## config.mk

```make
export PLATFORM = sky130hd
export DESIGN_NAME = scope_top
export DESIGN_NICKNAME = d
export VERILOG_FILES = /design/src/rtl/scope_pkg.sv /design/src/rtl/scope_cfg_if.sv /design/src/rtl/scope_ctrl.sv /design/src/rtl/scope_dec_avg.sv /design/src/rtl/scope_edge.sv /design/src/rtl/scope_top.sv
export SDC_FILE = /design/constraint.sdc
export NUM_CORES = 1
export LEC_CHECK = 0
export ABC_AREA = 1
export BUFFER_PORTS_ARGS = -buffer_cell sky130_fd_sc_hd__buf_2
export CORE_ASPECT_RATIO = 0.6
export CORE_MARGIN = 2
export CORE_UTILIZATION = 50
export CTS_CLUSTER_SIZE = 20
export DETAILED_ROUTE_END_ITERATION = 8
export PLACE_DENSITY_LB_ADDON = 0.25
export SYNTH_ARGS = -nofsm -noshare
export SYNTH_HDL_FRONTEND = slang
export SYNTH_SLANG_ARGS = --single-unit
```

## constraint.sdc

```tcl
create_clock -name clk -period 2.95 [get_ports clk]
set_input_delay 0.1475 -clock clk [delete_from_list [all_inputs] [get_ports clk]]
set_output_delay 0.1475 -clock clk [all_outputs]
set_load 0.01 [all_outputs]
```

## src/rtl/scope_pkg.sv

```systemverilog
//////////////////////////////////////////////////
// scope package
// register map and control/status word layout
//////////////////////////////////////////////////

package scope_pkg;

  //////////////////////////////////////////////////
  // register offsets
  //////////////////////////////////////////////////

  // decoded from the low 6 address bits only
  localparam logic [5:0] REG_CTL = 6'h00;  // control on write, status on read
  localparam logic [5:0] REG_AVG = 6'h08;  // averaging enable
  localparam logic [5:0] REG_DEC = 6'h0C;  // decimation factor minus one
  localparam logic [5:0] REG_SHR = 6'h10;  // shift right after averaging
  localparam logic [5:0] REG_LVL = 6'h14;  // edge level
  localparam logic [5:0] REG_HST = 6'h18;  // edge hysteresis
  localparam logic [5:0] REG_SEL = 6'h1C;  // external trigger select
  localparam logic [5:0] REG_DLY = 6'h20;  // post trigger delay

  //////////////////////////////////////////////////
  // control/status word
  //////////////////////////////////////////////////

  // write view, each set bit is a one-shot command
  typedef struct packed {
    logic [28:0] unused;  // ignored
    logic        arm;     // start acquisition
    logic        swtrg;   // software trigger pulse
    logic        clear;   // abort run, flush decimator group
  } ctl_cmd_t;

  // read view
  typedef struct packed {
    logic [28:0] zero;  // reads 0
    logic        acq;   // acquisition running
    logic        trg;   // trigger seen, delay counting
    logic        rsv;   // reads 0
  } ctl_sts_t;

  // same 32 bits, decoded by direction of access
  typedef union packed {
    ctl_cmd_t cmd;
    ctl_sts_t sts;
  } ctl_word_u;

endpackage : scope_pkg

```

## src/rtl/scope_cfg_if.sv

```systemverilog
//////////////////////////////////////////////////
// scope configuration bundle
// register values from control to datapath
//////////////////////////////////////////////////

`timescale 1ns/100ps

interface scope_cfg_if #(
  int unsigned DWI = 14,  // sample width
  int unsigned DWC = 17,  // decimation counter width
  int unsigned DWS = 4    // shift width
);

  logic                  clr;  // one cycle flush pulse
  logic                  avg;  // averaging on
  logic        [DWC-1:0] dec;  // group length minus one
  logic        [DWS-1:0] shr;  // sum shift right
  logic signed [DWI-1:0] lvl;  // edge level
  logic        [DWI-1:0] hst;  // hysteresis, magnitude only

  // register bank side
  modport ctrl (output clr, avg, dec, shr, lvl, hst);

  // decimator side
  modport decim (input clr, avg, dec, shr);

  // level crossing detector side
  modport edge_det (input lvl, hst);

endinterface : scope_cfg_if

```

## src/rtl/scope_ctrl.sv

```systemverilog
//////////////////////////////////////////////////
// scope control
// register bank, trigger select, arm/trigger/delay
// sequencing and the output stream stage
//////////////////////////////////////////////////

`timescale 1ns/100ps

module scope_ctrl
  import scope_pkg::*;
#(
  int unsigned DWI = 14,  // sample width
  int unsigned DWC = 17,  // decimation counter width
  int unsigned DWS = 4,   // shift width
  int unsigned TWA = 4,   // external trigger lines
  int unsigned TWS = 2    // trigger select width
)(
  input  logic                  clk,
  input  logic                  rstn,
  // system bus
  input  logic           [31:0] sys_addr,
  input  logic           [31:0] sys_wdata,
  input  logic            [3:0] sys_sel,
  input  logic                  sys_wen,
  input  logic                  sys_ren,
  output logic           [31:0] sys_rdata,
  output logic                  sys_err,
  output logic                  sys_ack,
  // triggers
  input  logic        [TWA-1:0] trg_ext,
  output logic                  trg_swo,
  // datapath config
  scope_cfg_if.ctrl             cfg,
  // decimated stream in
  input  logic signed [DWI-1:0] std_dat,
  input  logic                  std_vld,
  output logic                  std_rdy,
  // captured stream out
  output logic signed [DWI-1:0] sto_dat,
  output logic                  sto_vld,
  output logic                  sto_lst,
  input  logic                  sto_rdy
);

  // config registers
  logic                  cfg_avg;
  logic        [DWC-1:0] cfg_dec;
  logic        [DWS-1:0] cfg_shr;
  logic signed [DWI-1:0] cfg_lvl;
  logic        [DWI-1:0] cfg_hst;
  logic        [TWS-1:0] cfg_sel;
  logic           [31:0] cfg_dly;

  // bus decode
  logic           [31:0] wr_mask;   // byte lanes from sys_sel
  logic           [31:0] rd_word;   // readback mux
  logic           [31:0] wr_merge;  // new bytes over old value
  ctl_word_u             wr_word;   // write data seen as command
  ctl_word_u             sts_word;  // status seen on read
  logic                  wr_ctl;
  logic                  cmd_clr;
  logic                  cmd_arm;

  // sequencer
  logic                  acq;
  logic                  trg;
  logic           [31:0] dly_cnt;
  logic                  dly_zero;
  logic                  trg_mux;
  logic                  std_cap;

  //////////////////////////////////////////////////
  // system bus
  //////////////////////////////////////////////////

  always_comb begin
    for (int i = 0; i < 4; i++) begin
      wr_mask[8*i +: 8] = {8{sys_sel[i]}};
    end
  end

  assign wr_word = sys_wdata & wr_mask;
  assign wr_ctl  = sys_wen && (sys_addr[5:0] == REG_CTL);
  assign cmd_clr = wr_ctl && wr_word.cmd.clear;
  assign cmd_arm = wr_ctl && wr_word.cmd.arm;
  assign trg_swo = wr_ctl && wr_word.cmd.swtrg;  // same cycle as the write

  always_comb begin
    sts_word         = '0;
    sts_word.sts.acq = acq;
    sts_word.sts.trg = trg;
  end

  // readback, zero extended to 32 bits
  always_comb begin
    case (sys_addr[5:0])
      REG_CTL: rd_word = sts_word;
      REG_AVG: rd_word = {31'b0, cfg_avg};
      REG_DEC: rd_word = {{(32-DWC){1'b0}}, cfg_dec};
      REG_SHR: rd_word = {{(32-DWS){1'b0}}, cfg_shr};
      REG_LVL: rd_word = {{(32-DWI){1'b0}}, cfg_lvl};
      REG_HST: rd_word = {{(32-DWI){1'b0}}, cfg_hst};
      REG_SEL: rd_word = {{(32-TWS){1'b0}}, cfg_sel};
      REG_DLY: rd_word = cfg_dly;
      default: rd_word = '0;  // unmapped
    endcase
  end

  assign wr_merge = (sys_wdata & wr_mask) | (rd_word & ~wr_mask);

  always_ff @(posedge clk) begin
    if (!rstn) begin
      cfg_avg <= 1'b0;
      cfg_dec <= '0;
      cfg_shr <= '0;
      cfg_lvl <= '0;
      cfg_hst <= '0;
      cfg_sel <= '0;
      cfg_dly <= '0;
    end else if (sys_wen) begin
      case (sys_addr[5:0])
        REG_AVG: cfg_avg <= wr_merge[0];
        REG_DEC: cfg_dec <= wr_merge[DWC-1:0];
        REG_SHR: cfg_shr <= wr_merge[DWS-1:0];
        REG_LVL: cfg_lvl <= wr_merge[DWI-1:0];
        REG_HST: cfg_hst <= wr_merge[DWI-1:0];
        REG_SEL: cfg_sel <= wr_merge[TWS-1:0];
        REG_DLY: cfg_dly <= wr_merge;
        default: ;  // control word handled as commands
      endcase
    end
  end

  always_ff @(posedge clk) begin
    if (!rstn) begin
      sys_ack <= 1'b0;
      sys_err <= 1'b0;
    end else begin
      sys_ack <= sys_wen || sys_ren;  // one cycle latency
      sys_err <= 1'b0;                // no error source
    end
  end

  always_ff @(posedge clk) begin
    if (sys_ren) begin
      sys_rdata <= rd_word;
    end
  end

  // to datapath
  assign cfg.clr = cmd_clr;
  assign cfg.avg = cfg_avg;
  assign cfg.dec = cfg_dec;
  assign cfg.shr = cfg_shr;
  assign cfg.lvl = cfg_lvl;
  assign cfg.hst = cfg_hst;

  //////////////////////////////////////////////////
  // acquire / trigger / delay
  //////////////////////////////////////////////////

  assign trg_mux  = (cfg_sel < TWA) ? trg_ext[cfg_sel] : 1'b0;  // out of range selects none
  assign dly_zero = (dly_cnt == '0);

  always_ff @(posedge clk) begin
    if (!rstn) begin
      acq     <= 1'b0;
      trg     <= 1'b0;
      dly_cnt <= '0;
    end else if (cmd_clr) begin
      acq <= 1'b0;  // abort
      trg <= 1'b0;
    end else begin
      if (acq && !trg && trg_mux) begin
        trg     <= 1'b1;
        dly_cnt <= cfg_dly;
      end else if (trg && std_cap) begin
        if (dly_zero) begin
          trg <= 1'b0;  // last sample leaves now
          acq <= 1'b0;
        end else begin
          dly_cnt <= dly_cnt - 32'd1;
        end
      end
      if (cmd_arm) begin
        acq <= 1'b1;
      end
    end
  end

  //////////////////////////////////////////////////
  // output stream
  //////////////////////////////////////////////////

  // drop everything while idle, else one deep pipeline
  assign std_rdy = !acq || !sto_vld || sto_rdy;
  assign std_cap = std_vld && std_rdy && acq;

  always_ff @(posedge clk) begin
    if (!rstn) begin
      sto_vld <= 1'b0;
      sto_lst <= 1'b0;
    end else if (std_cap) begin
      sto_vld <= 1'b1;
      sto_lst <= trg && dly_zero;  // final post trigger sample
    end else if (sto_rdy) begin
      sto_vld <= 1'b0;
      sto_lst <= 1'b0;
    end
  end

  always_ff @(posedge clk) begin
    if (std_cap) begin
      sto_dat <= std_dat;
    end
  end

  a_lst_vld: assert property (@(posedge clk) disable iff (!rstn) sto_lst |-> sto_vld);
  a_trg_acq: assert property (@(posedge clk) disable iff (!rstn) trg |-> acq);

endmodule : scope_ctrl

```

## src/rtl/scope_dec_avg.sv

```systemverilog
//////////////////////////////////////////////////
// decimator
// passes one sample per group, optionally the
// shifted group sum instead of the last sample
//////////////////////////////////////////////////

`timescale 1ns/100ps

module scope_dec_avg #(
  int unsigned DWI = 14,  // sample width
  int unsigned DWC = 17,  // group counter width
  int unsigned DWS = 4    // shift width
)(
  input  logic                  clk,
  input  logic                  rstn,
  // config
  scope_cfg_if.decim            cfg,
  // input stream
  input  logic signed [DWI-1:0] sti_dat,
  input  logic                  sti_vld,
  output logic                  sti_rdy,
  // decimated stream
  output logic signed [DWI-1:0] sto_dat,
  output logic                  sto_vld,
  input  logic                  sto_rdy
);

  // room for 2**DWC full scale samples
  localparam int unsigned DWA = DWI + DWC;

  logic        [DWC-1:0] cnt;      // samples taken in group
  logic signed [DWA-1:0] sum;      // group sum so far
  logic signed [DWA-1:0] sum_nxt;  // including current sample
  logic signed [DWA-1:0] sum_shr;
  logic                  sti_acc;
  logic                  grp_end;

  //////////////////////////////////////////////////
  // handshake
  //////////////////////////////////////////////////

  // input stalls while output is held
  assign sti_rdy = !sto_vld || sto_rdy;
  assign sti_acc = sti_vld && sti_rdy;

  // >= so a smaller dec written mid group still ends it
  assign grp_end = (cnt >= cfg.dec);

  assign sum_nxt = sum + DWA'(sti_dat);  // sign extended
  assign sum_shr = sum_nxt >>> cfg.shr[DWS-1:0];

  //////////////////////////////////////////////////
  // group counter and accumulator
  //////////////////////////////////////////////////

  always_ff @(posedge clk) begin
    if (!rstn) begin
      cnt <= '0;
      sum <= '0;
    end else if (cfg.clr) begin
      cnt <= '0;  // flush partial group
      sum <= '0;
    end else if (sti_acc) begin
      if (grp_end) begin
        cnt <= '0;
        sum <= '0;
      end else begin
        cnt <= cnt + 1'b1;
        sum <= sum_nxt;
      end
    end
  end

  //////////////////////////////////////////////////
  // output register
  //////////////////////////////////////////////////

  always_ff @(posedge clk) begin
    if (!rstn) begin
      sto_vld <= 1'b0;
    end else if (sti_acc && grp_end && !cfg.clr) begin
      sto_vld <= 1'b1;
    end else if (sto_rdy) begin
      sto_vld <= 1'b0;
    end
  end

  always_ff @(posedge clk) begin
    if (sti_acc && grp_end && !cfg.clr) begin
      sto_dat <= cfg.avg ? sum_shr[DWI-1:0] : sti_dat;  // truncated average or last sample
    end
  end

  a_dat_hold: assert property (@(posedge clk) disable iff (!rstn)
    sto_vld && !sto_rdy |=> sto_vld && $stable(sto_dat));

endmodule : scope_dec_avg

```

## src/rtl/scope_edge.sv

```systemverilog
//////////////////////////////////////////////////
// level crossing detector
// schmitt style edge triggers on the raw stream
//////////////////////////////////////////////////

`timescale 1ns/100ps

module scope_edge #(
  int unsigned DWI = 14  // sample width
)(
  input  logic                  clk,
  input  logic                  rstn,
  // config
  scope_cfg_if.edge_det         cfg,
  // observed stream
  input  logic signed [DWI-1:0] sti_dat,
  input  logic                  sti_vld,
  input  logic                  sti_rdy,
  // triggers
  output logic                  trg_pdg,  // rising crossing
  output logic                  trg_ndg   // falling crossing
);

  // two guard bits so lvl +/- hst never wraps
  localparam int unsigned DWT = DWI + 2;

  logic signed [DWT-1:0] smp;
  logic signed [DWT-1:0] lvl_x;
  logic signed [DWT-1:0] hst_x;
  logic signed [DWT-1:0] thr_lo;  // arm level for rising edge
  logic signed [DWT-1:0] thr_hi;  // arm level for falling edge
  logic                  sti_acc;
  logic                  pos_arm;
  logic                  neg_arm;

  assign sti_acc = sti_vld && sti_rdy;  // only real transfers count

  assign smp    = DWT'(sti_dat);  // sign extended
  assign lvl_x  = DWT'(cfg.lvl);
  assign hst_x  = DWT'(cfg.hst);  // zero extended
  assign thr_lo = lvl_x - hst_x;
  assign thr_hi = lvl_x + hst_x;

  always_ff @(posedge clk) begin
    if (!rstn) begin
      pos_arm <= 1'b0;
      neg_arm <= 1'b0;
      trg_pdg <= 1'b0;
      trg_ndg <= 1'b0;
    end else begin
      trg_pdg <= 1'b0;  // pulses
      trg_ndg <= 1'b0;
      if (sti_acc) begin
        // rising side
        if (smp < thr_lo) begin
          pos_arm <= 1'b1;
        end else if (pos_arm && smp >= lvl_x) begin
          pos_arm <= 1'b0;
          trg_pdg <= 1'b1;
        end
        // falling side, mirror
        if (smp > thr_hi) begin
          neg_arm <= 1'b1;
        end else if (neg_arm && smp <= lvl_x) begin
          neg_arm <= 1'b0;
          trg_ndg <= 1'b1;
        end
      end
    end
  end

  a_one_edge: assert property (@(posedge clk) disable iff (!rstn) !(trg_pdg && trg_ndg));

endmodule : scope_edge

```

## src/rtl/scope_top.sv

```systemverilog
//////////////////////////////////////////////////
// scope capture front end
// decimator, edge trigger and capture control
//////////////////////////////////////////////////

`timescale 1ns/100ps

module scope_top #(
  int unsigned DWI = 14,  // sample width
  int unsigned DWC = 17,  // decimation counter width
  int unsigned DWS = 4,   // shift width
  int unsigned TWA = 4    // external trigger lines
)(
  input  logic                  clk,
  input  logic                  rstn,
  // ADC stream
  input  logic signed [DWI-1:0] sti_dat,
  input  logic                  sti_vld,
  output logic                  sti_rdy,
  // captured stream
  output logic signed [DWI-1:0] sto_dat,
  output logic                  sto_lst,
  output logic                  sto_vld,
  input  logic                  sto_rdy,
  // triggers
  input  logic        [TWA-1:0] trg_ext,
  output logic                  trg_swo,
  output logic            [1:0] trg_out,  // [0] rising, [1] falling
  // system bus
  input  logic           [31:0] sys_addr,
  input  logic           [31:0] sys_wdata,
  input  logic            [3:0] sys_sel,
  input  logic                  sys_wen,
  input  logic                  sys_ren,
  output logic           [31:0] sys_rdata,
  output logic                  sys_err,
  output logic                  sys_ack
);

  localparam int unsigned TWS = (TWA > 1) ? $clog2(TWA) : 1;

  // decimated stream
  logic signed [DWI-1:0] std_dat;
  logic                  std_vld;
  logic                  std_rdy;

  scope_cfg_if #(.DWI(DWI), .DWC(DWC), .DWS(DWS)) cfg ();

  scope_ctrl #(
    .DWI(DWI), .DWC(DWC), .DWS(DWS), .TWA(TWA), .TWS(TWS)
  ) ctrl_inst (
    .clk(clk), .rstn(rstn),
    .sys_addr(sys_addr), .sys_wdata(sys_wdata), .sys_sel(sys_sel),
    .sys_wen(sys_wen), .sys_ren(sys_ren),
    .sys_rdata(sys_rdata), .sys_err(sys_err), .sys_ack(sys_ack),
    .trg_ext(trg_ext), .trg_swo(trg_swo),
    .cfg(cfg.ctrl),
    .std_dat(std_dat), .std_vld(std_vld), .std_rdy(std_rdy),
    .sto_dat(sto_dat), .sto_vld(sto_vld), .sto_lst(sto_lst), .sto_rdy(sto_rdy)
  );

  scope_dec_avg #(.DWI(DWI), .DWC(DWC), .DWS(DWS)) dec_avg_inst (
    .clk(clk), .rstn(rstn),
    .cfg(cfg.decim),
    .sti_dat(sti_dat), .sti_vld(sti_vld), .sti_rdy(sti_rdy),
    .sto_dat(std_dat), .sto_vld(std_vld), .sto_rdy(std_rdy)
  );

  // watches the raw input transfers
  scope_edge #(.DWI(DWI)) edge_inst (
    .clk(clk), .rstn(rstn),
    .cfg(cfg.edge_det),
    .sti_dat(sti_dat), .sti_vld(sti_vld), .sti_rdy(sti_rdy),
    .trg_pdg(trg_out[0]), .trg_ndg(trg_out[1])
  );

endmodule : scope_top

```

==> results of run 1 <==
-- synthesized netlist by cell type (3+ instances only) --
master                      number
sky130_fd_sc_hd__nand2_1       605
sky130_fd_sc_hd__inv_1         360
sky130_fd_sc_hd__a21oi_1       224
sky130_fd_sc_hd__nand3_1       179
sky130_fd_sc_hd__nor2_1        179
sky130_fd_sc_hd__dfxtp_1       172
sky130_fd_sc_hd__o21ai_0       124
sky130_fd_sc_hd__ha_1          121
sky130_fd_sc_hd__edfxtp_1       60
sky130_fd_sc_hd__xor2_1         41
sky130_fd_sc_hd__clkbuf_1       36
sky130_fd_sc_hd__nand4_1        34
sky130_fd_sc_hd__o21ai_1        26
sky130_fd_sc_hd__buf_2          21
sky130_fd_sc_hd__nor3_1         18
sky130_fd_sc_hd__a221oi_1       17
sky130_fd_sc_hd__buf_1          17
sky130_fd_sc_hd__a31oi_1        12
sky130_fd_sc_hd__o2111ai_1      12
sky130_fd_sc_hd__o22ai_1        12
sky130_fd_sc_hd__inv_2          11
sky130_fd_sc_hd__nor2_2         10
sky130_fd_sc_hd__o211ai_1       10
sky130_fd_sc_hd__nor2_4          8
sky130_fd_sc_hd__buf_4           7
sky130_fd_sc_hd__o21a_1          7
sky130_fd_sc_hd__xnor2_1         7
sky130_fd_sc_hd__a21o_1          6
sky130_fd_sc_hd__mux2i_1         5
sky130_fd_sc_hd__nand2_2         5
sky130_fd_sc_hd__nor4_1          5
sky130_fd_sc_hd__and2_1          4
sky130_fd_sc_hd__nand3b_1        4
sky130_fd_sc_hd__nand4_2         4
sky130_fd_sc_hd__nor3b_1         4
sky130_fd_sc_hd__and3_1          3
sky130_fd_sc_hd__buf_6           3
sky130_fd_sc_hd__fa_1            3
sky130_fd_sc_hd__nand3_2         3
sky130_fd_sc_hd__nor3_2          3
sky130_fd_sc_hd__o221ai_1        3
sky130_fd_sc_hd__o31ai_1         3
-- placed cells by master (no fill, tap or decap), types with 10 or more instances in the layout --
cell type,count
sky130_fd_sc_hd__nand2_1,601
sky130_fd_sc_hd__inv_1,352
sky130_fd_sc_hd__a21oi_1,217
sky130_fd_sc_hd__nor2_1,174
sky130_fd_sc_hd__nand3_1,168
sky130_fd_sc_hd__dfxtp_1,166
sky130_fd_sc_hd__buf_4,127
sky130_fd_sc_hd__o21ai_0,119
sky130_fd_sc_hd__buf_2,118
sky130_fd_sc_hd__ha_1,113
sky130_fd_sc_hd__edfxtp_1,60
sky130_fd_sc_hd__xor2_1,40
sky130_fd_sc_hd__nand4_1,34
sky130_fd_sc_hd__clkbuf_16,25
sky130_fd_sc_hd__o21ai_1,22
sky130_fd_sc_hd__inv_2,19
sky130_fd_sc_hd__nor3_1,18
sky130_fd_sc_hd__dlygate4sd3_1,18
sky130_fd_sc_hd__a221oi_1,17
sky130_fd_sc_hd__nor2_2,14
sky130_fd_sc_hd__nand3_2,14
sky130_fd_sc_hd__o22ai_1,12
sky130_fd_sc_hd__o2111ai_1,12
sky130_fd_sc_hd__a31oi_1,11
sky130_fd_sc_hd__o211ai_1,10
-- per-layer routing --
layer | share of wire [%] | GRT usage (%) | routed length [µm]
met5 | 0 | 0 | 0
met4 | 1.8 | 5.82 | 982
met3 | 9.7 | 6.87 | 5230
met2 | 40 | 44.3 | 21800
met1 | 48 | 47.4 | 26000
-- cells by family (layout without fill, tap and decap cells) --
family                     after synthesis  count (layout)  synth area share, %
and+or+nand+nor                       1080            1080                 28.8
AOI/OAI and AO/OA                      470             470                 16.0
buffers and inverters                  457             684                 10.9
DFF                                    232             232                 31.9
adders and majority gates              124             124                 9.57
xor gates and xnor gates                48              48                 2.56
muxes                                    5               5                0.304
other                                    1               3               0.0228
-- registers in the layout, indices dropped and copies added (netlist names), 2 cells and up --
signal                cells
ctrl_inst.cfg.dec        17
ctrl_inst.cfg.hst        14
ctrl_inst.cfg.lvl        14
ctrl_inst.cfg.shr         4
ctrl_inst.cfg_dly        32
ctrl_inst.cfg_sel         2
ctrl_inst.dly_cnt        32
ctrl_inst.sto_dat        14
ctrl_inst.sys_rdata      32
dec_avg_inst.cnt         17
dec_avg_inst.sto_dat     14
dec_avg_inst.sum         29
-- what timing repair did --
item	CTS	global route
gates resized for setup	30	44
buffers inserted	5	6
endpoints found under the setup margin	6	32
hold buffers	18	0
pin swaps	14	33
hold endpoints to repair	23	0
-- area by class of cell --
class | count | share of cell area [%]
tap | 424 | 2.72
antenna | 2 | 0.0257
inverter | 373 | 7.20
timing repair buffer | 266 | 9.12
clock buffer | 29 | 3.29
sequential | 232 | 27.0
multi-input combinational | 1728 | 49.9
clock inverter | 16 | 0.720
-- worst max-delay path, cell delays in order (launching register included) --
cell and delay [ns]:
sky130_fd_sc_hd__dfxtp_2 0.34, sky130_fd_sc_hd__inv_2 0.05, sky130_fd_sc_hd__ha_4 0.25, sky130_fd_sc_hd__a21o_1 0.20, sky130_fd_sc_hd__a31oi_2 0.24, sky130_fd_sc_hd__o21ai_2 0.10
sky130_fd_sc_hd__a21oi_2 0.20, sky130_fd_sc_hd__o21ai_2 0.10, sky130_fd_sc_hd__a21boi_2 0.17, sky130_fd_sc_hd__nor2_1 0.06, sky130_fd_sc_hd__nor2_1 0.08, sky130_fd_sc_hd__nor2_1 0.05
sky130_fd_sc_hd__ha_1 0.31, sky130_fd_sc_hd__a21oi_1 0.16, sky130_fd_sc_hd__o21ai_0 0.11, sky130_fd_sc_hd__a21oi_1 0.12, sky130_fd_sc_hd__nand2_1 0.10, sky130_fd_sc_hd__xor2_2 0.19
sky130_fd_sc_hd__nand2_1 0.06, sky130_fd_sc_hd__nand2_1 0.06
-- stage by stage --
step           area (µm²)  util, %  worst slack (ns)
2_1_floorplan       16500        -           -0.0630
3_3_place_gp        18100     55.9            -0.238
3_5_place_dp        18100     55.9            -0.333
4_1_cts             19200     59.3            -0.237
5_1_grt             19500     60.1            -0.257
6_report            19500     60.1            -0.105
-- power by group through the flow --
stage / Sequential (mW) / Clock, mW / Combinational (mW)
4_1_cts: 3.33 / 3.14 / 0.846
6_report: 3.33 / 3.10 / 0.885
2_1_floorplan: 3.40 / 0 / 0.475
3_5_place_dp: 3.40 / 0 / 0.809
3_3_place_gp: 3.40 / 0 / 0.798
5_1_grt: 3.33 / 3.27 / 0.975
-- worst max-delay path by stage --
stage | slack, ns | endpoint | from
after floorplan | -0.06 | edge_inst.neg_arm | ctrl_inst.cfg.hst[2]
after global placement | -0.24 | edge_inst.neg_arm | ctrl_inst.cfg.lvl[0]
after detailed placement | -0.33 | edge_inst.neg_arm | ctrl_inst.cfg.hst[2]
after CTS | -0.24 | edge_inst.neg_arm | ctrl_inst.cfg.hst[2]
after global routing | -0.26 | edge_inst.pos_arm | ctrl_inst.cfg.hst[0]
final | -0.11 | edge_inst.pos_arm | ctrl_inst.cfg.hst[2]
==> reports/qor.json, run 1 <==
{
  "pwr": {
    "cell_internal_power_mw": 5.36,
    "netSwitchingFraction_pct": 26.7,
    "post-layout-total-power_mw": 7.31,
    "irDropWorstVdd_v": 0.000394,
    "pwr-share-clk_pct": 42.4,
    "power_frac_comb_pct": 12.1,
    "p_per_area_nw_per_um2": 376,
    "power_leakage_nw": 9.47,
    "seq_power_share_pct": 45.5,
    "switchingPower_mw": 1.95
  },
  "timing": {
    "setup_viol": 4,
    "final.setup.worst_slack_ns": -0.105,
    "period_share_pct": 104,
    "clock.fmax_ghz": 0.327,
    "grt_setup_unrepaired": "yes",
    "drv_slew": 0,
    "skew_ns": 0.0345,
    "setup_tns_ns": -0.328,
    "whs_ns": 0.0228,
    "max_slew_margin_vs_limit_pct": 29.9,
    "hold_viol_final": 0,
    "tightestPinTransition_ns": 1.05,
    "final.min_clock_period_ns": 3.06
  },
  "floorplanning": {
    "design.die.area_um2": 34400,
    "floorplan.die.width_um": 238,
    "floorplan.io_pins": 146,
    "die_y_um": 145,
    "core-area_um2": 32400,
    "placementRows": 51,
    "start_util_pct": 50.8
  },
  "detailed_routing": {
    "wirelength_um": 54000,
    "dr_total_vias": 17000,
    "first_pass_iters": 6,
    "avgViaCountPerCell": 5.53,
    "drc": 0,
    "first_iter_violations": 1729,
    "antenna_violating_nets_post_route": 0,
    "route.detailed.wl_per_inst_um": 17.6
  },
  "cts": {
    "tritoncts.num_buffers": 25,
    "tritoncts_num_sinks": 232,
    "tritoncts": "yes",
    "clk_pin_slew_ns": 0.07,
    "clkLatencyLatePin_ns": 0.55,
    "htree_num_levels": 1,
    "cts.root.buffer_cell": "sky130_fd_sc_hd__clkbuf_16",
    "max-clock-path-buffers": 3
  },
  "synthesis": {
    "syn_area_um2": 16500,
    "postSynthRegisterBits": 232,
    "synth_top_area_cell": "sky130_fd_sc_hd__dfxtp_1",
    "postSynth.topFlopCell": "sky130_fd_sc_hd__dfxtp_1",
    "post_synth_num_cell_types": 62,
    "avgSynthCellArea_um2": 6.81,
    "synth-async-reset-ratio_pct": 0,
    "synth_top_cells_by_area": "sky130_fd_sc_hd__dfxtp_1 (21%), sky130_fd_sc_hd__nand2_1 (14%), sky130_fd_sc_hd__edfxtp_1 (11%)",
    "syn_nets": 2633,
    "synth.top_cell.area_share_pct": 20.9,
    "synth_edf_count": 60,
    "synth_seq_area_share_pct": 31.9,
    "ys.warnings.count": 0,
    "syn_inst": 2417
  },
  "layout": {
    "layout_cells_sized_above_1_pct": 15.7,
    "areaGrowthSynthToFinish_pct": 18.3,
    "final-seq-area_um2": 5250,
    "num-nets-final": 2842,
    "multi_input_comb_area_um2": 9720,
    "final-instance-count-excl-fill": 3070,
    "num-fill-cells": 3060
  },
  "global_routing": {
    "number_of_global_route_vias_before_repair": 15300,
    "global_route.usage.total_pct": 31.0,
    "global_route_wire_length_before_repair_um": 83800,
    "grt_antenna_before_repair": 1,
    "pin_count_of_the_biggest_net_entering_global_routing": 92,
    "grt_overflow_total": 0
  },
  "critical_path": {
    "source_of_the_worst_register_to_register_timing_path": "ctrl_inst.cfg.hst[2]",
    "worst_ep_required_time_ns": 3.38,
    "timing.reg2reg.worst_path_depth": 19,
    "timing.critical_path.arrival_ns": 3.49,
    "reg2reg_to": "edge_inst.pos_arm",
    "timing.critical_path.fanout_max": 3,
    "crit_path_start_kind": "flip-flop",
    "critPathKind": "reg2reg",
    "reg2reg_slack_ns": -0.11,
    "critPathCaptureType": "flip-flop"
  },
  "hold_path": {
    "timing.hold.worst.class": "in2reg",
    "hold_path_startpoint": "sti_dat[1]",
    "min_delay_worst_endpoint": "dec_avg_inst.sto_dat[1]",
    "min_delay_path_depth": 3
  },
  "placed_design": {
    "placer_congestion": 0.960,
    "dp_hpwl_um": 42100,
    "placement.io_buffers": 118,
    "dpl.cell_count": 2994
  },
  "run_status": {
    "failed_checks": "negative setup slack",
    "run_status": "finished, violations left"
  },
  "run": {
    "maxCapViolCount": 0
  }
}
(Power assumes the default switching activity.)
==> inputs of run 2 (changes only) <==
--- a/config.mk
+++ b/config.mk
@@ -9,7 +9,7 @@
 export BUFFER_PORTS_ARGS = -buffer_cell sky130_fd_sc_hd__buf_2
 export CORE_ASPECT_RATIO = 0.6
 export CORE_MARGIN = 2
-export CORE_UTILIZATION = 50
+export CORE_UTILIZATION = 55
 export CTS_CLUSTER_SIZE = 20
 export DETAILED_ROUTE_END_ITERATION = 8
 export PLACE_DENSITY_LB_ADDON = 0.25
==> run 2 against run 1 <==
Net effect: the flow still finishes with violations (negative setup slack); cell count is 1.2% lower; clock power fell by 1%; clock skew is 0.019 ns lower; first-iteration DRC count is 13% higher; highest routed layer unchanged; largest cell class unchanged; global-route usage rose by 3.8 points; utilization up 6.5 points; combinational power rose by 3.7%.
==> reports/qor.json, run 2 (synthesized netlist as in run 1, its figures left out) <==
{
  "timing": {
    "grt_setup_unrepaired": "yes",
    "setup_viol": 4,
    "skew_ns": 0.0156,
    "final.min_clock_period_ns": 3.15,
    "final.setup.worst_slack_ns": -0.198,
    "hold_viol_final": 0,
    "max_slew_margin_vs_limit_pct": 38.9,
    "whs_ns": 0.0199,
    "period_share_pct": 107,
    "clock.fmax_ghz": 0.318,
    "tightestPinTransition_ns": 0.917,
    "drv_slew": 0
  },
  "global_routing": {
    "pin_count_of_the_biggest_net_entering_global_routing": 92,
    "grt_overflow_total": 0,
    "grt_antenna_before_repair": 1,
    "number_of_global_route_vias_before_repair": 15400,
    "global_route.usage.total_pct": 34.8,
    "global_route_wire_length_before_repair_um": 84100
  },
  "critical_path": {
    "crit_path_cell_trace": "buf_6 > inv_4 > ha_4 > inv_2 > fa_2 > nand3_2 > nand2_2 > a21oi_2 > o21bai_2 > nand2_1 > nand2_1 > o21ai_2 > o21ai_2 > nand3_1 > nand2_1 > xor2_1 > ha_1 > nand2_1 > nor2_2 > o211ai_1 > nand2_2 > xor2_2 > nand2_1 > nand2_1",
    "reg2reg_to": "edge_inst.pos_arm",
    "critPathKind": "reg2reg",
    "timing.critical_path.max_delay_family": "simple AND/OR/NAND/NOR gates",
    "start_point_of_the_critical_path": "ctrl_inst.cfg.lvl[0]",
    "worst_ep_required_time_ns": 3.44,
    "timing.critical_path.arrival_ns": 3.64,
    "timing.critical_path.fanout_max": 2,
    "timing.critical_path.slowest_stage_cell": "sky130_fd_sc_hd__fa_2",
    "critPathCaptureType": "flip-flop",
    "cp.buffers_inverters": 3,
    "source_of_the_worst_register_to_register_timing_path": "ctrl_inst.cfg.lvl[0]",
    "timing.reg2reg.worst_path_depth": 24,
    "reg2reg_slack_ns": -0.20,
    "cpPeakStageDelay_ns": 0.40,
    "crit_path_start_kind": "flip-flop",
    "cp_common_cell": "sky130_fd_sc_hd__nand2_1"
  },
  "floorplanning": {
    "design.die.area_um2": 31400,
    "start_util_pct": 56.6,
    "floorplan.die.width_um": 227,
    "floorplan.io_pins": 146,
    "placementRows": 48,
    "die_y_um": 138,
    "core-area_um2": 29100
  },
  "layout": {
    "num-fill-cells": 2647,
    "layout_cells_sized_above_1_pct": 15.6,
    "multi_input_comb_area_um2": 9720,
    "postLayoutCellArea_um2": 19400,
    "top_regs": "ctrl_inst.cfg_dly (32), ctrl_inst.dly_cnt (32), ctrl_inst.sys_rdata (32)",
    "num_antenna_cells": 0,
    "layout.cells.most_common_list": "sky130_fd_sc_hd__nand2_1 (596), sky130_fd_sc_hd__inv_1 (352), sky130_fd_sc_hd__a21oi_1 (214)",
    "mostFrequentLayoutCell": "sky130_fd_sc_hd__nand2_1",
    "post-route-util_pct": 66.6,
    "num-nets-final": 2832,
    "final-seq-area_um2": 5250,
    "areaGrowthSynthToFinish_pct": 17.6
  },
  "cts": {
    "max-clock-path-buffers": 3,
    "tritoncts": "yes",
    "clkLatencyLatePin_ns": 0.55,
    "htree_num_levels": 1,
    "cts.root.buffer_cell": "sky130_fd_sc_hd__clkbuf_16",
    "tritoncts.num_buffers": 24,
    "clk_pin_slew_ns": 0.07,
    "tritoncts_num_sinks": 232
  },
  "detailed_routing": {
    "drc": 0,
    "first_pass_iters": 6,
    "route.detailed.wl_per_inst_um": 18.3,
    "dr_total_vias": 17300,
    "wirelength_um": 55600,
    "first_iter_violations": 1946,
    "avgViaCountPerCell": 5.70,
    "antenna_violating_nets_post_route": 0
  },
  "hold_path": {
    "min_delay_worst_endpoint": "ctrl_inst.cfg.dec[7]",
    "hold_path_startpoint": "sys_wdata[7]",
    "timing.hold.worst.class": "in2reg",
    "min_delay_path_depth": 5
  },
  "placed_design": {
    "dp_hpwl_um": 43000,
    "placer_congestion": 0.999,
    "placed_cell_area_um2": 18000,
    "placement.io_buffers": 118
  },
  "run_status": {
    "run_status": "finished, violations left",
    "failed_checks": "negative setup slack"
  },
  "run": {
    "maxCapViolCount": 0
  },
  "pwr": {
    "p_per_area_nw_per_um2": 378,
    "irDropWorstVdd_v": 0.000383,
    "post-layout-total-power_mw": 7.31,
    "power_leakage_nw": 9.40
  }
}
-- run 2: cell count changes in the layout (fill, tap and decap cells not counted), moves of 4 or more --
cell	previous run	this run
sky130_fd_sc_hd__buf_4	127	118
sky130_fd_sc_hd__nand2_1	601	596
sky130_fd_sc_hd__nand2_2	9	14
sky130_fd_sc_hd__nand3_2	14	10
sky130_fd_sc_hd__nand3_1	168	172
-- run 2: worst max-delay path by stage --
stage,endpoint,slack (ns),cells past startpoint
5_1_grt,edge_inst.pos_arm,-0.36,24
2_1_floorplan,edge_inst.neg_arm,-0.06,18
6_report,edge_inst.pos_arm,-0.20,24
3_3_place_gp,edge_inst.neg_arm,-0.18,21
4_1_cts,edge_inst.neg_arm,-0.13,18
3_5_place_dp,edge_inst.pos_arm,-0.28,20
-- run 2: final cells by class --
| class | instances | share of cell area, % |
|---|---|---|
| inverters | 373 | 7.26 |
| clock inverters | 16 | 0.653 |
| repair buffers | 257 | 8.82 |
| clock buffers | 28 | 3.29 |
| well taps | 400 | 2.59 |
| multi-input cells | 1728 | 50.2 |
| flip-flops and latches | 232 | 27.1 |
-- run 2: through the flow --
step	cells	setup slack [ns]	setup TNS (ns)
3_3_place_gp	2961	-0.180	-0.549
4_1_cts	3030	-0.126	-0.400
2_1_floorplan	2417	-0.0630	-0.0630
5_1_grt	3034	-0.357	-1.24
6_report	3034	-0.198	-0.567
3_5_place_dp	2961	-0.277	-0.934
-- run 2: layer usage --
metal / routed length, µm / GRT usage, % / up-vias
met5: 0 / 0 / -
li1: - / - / 8357
met4: 1140 / 7.55 / 0
met2: 21700 / 47.3 / 833
met3: 7160 / 11.8 / 102
met1: 25700 / 52.1 / 8003
-- run 2: worst register-to-register path, stage by stage, from the launching register on --
cell and delay [ns]:
sky130_fd_sc_hd__dfxtp_2 0.33, sky130_fd_sc_hd__buf_6 0.12, sky130_fd_sc_hd__inv_4 0.06, sky130_fd_sc_hd__ha_4 0.13, sky130_fd_sc_hd__inv_2 0.04, sky130_fd_sc_hd__fa_2 0.40, sky130_fd_sc_hd__nand3_2 0.08, sky130_fd_sc_hd__nand2_2 0.06
sky130_fd_sc_hd__a21oi_2 0.13, sky130_fd_sc_hd__o21bai_2 0.07, sky130_fd_sc_hd__nand2_1 0.06, sky130_fd_sc_hd__nand2_1 0.06, sky130_fd_sc_hd__o21ai_2 0.08, sky130_fd_sc_hd__o21ai_2 0.09, sky130_fd_sc_hd__nand3_1 0.11, sky130_fd_sc_hd__nand2_1 0.10
sky130_fd_sc_hd__xor2_1 0.17, sky130_fd_sc_hd__ha_1 0.28, sky130_fd_sc_hd__nand2_1 0.06, sky130_fd_sc_hd__nor2_2 0.12, sky130_fd_sc_hd__o211ai_1 0.14, sky130_fd_sc_hd__nand2_2 0.11, sky130_fd_sc_hd__xor2_2 0.17, sky130_fd_sc_hd__nand2_1 0.08
sky130_fd_sc_hd__nand2_1 0.06
-- run 2: timing repair --
item                                    in CTS  in global routing
endpoints found under the setup margin       4                 27
hold endpoints to repair                    21                  0
setup buffers                                7                  4
hold buffers                                18                  0
resized for setup                           42                 41
pin swaps                                   22                 22
-- run 2: power breakdown --
group / leakage, nW / switching (mW) / internal, mW
Combinational: 7.06 / 0.592 / 0.326
Sequential: 1.98 / 0.0201 / 3.31
Clock: 0.359 / 1.41 / 1.65
Total: 9.40 / 2.02 / 5.29
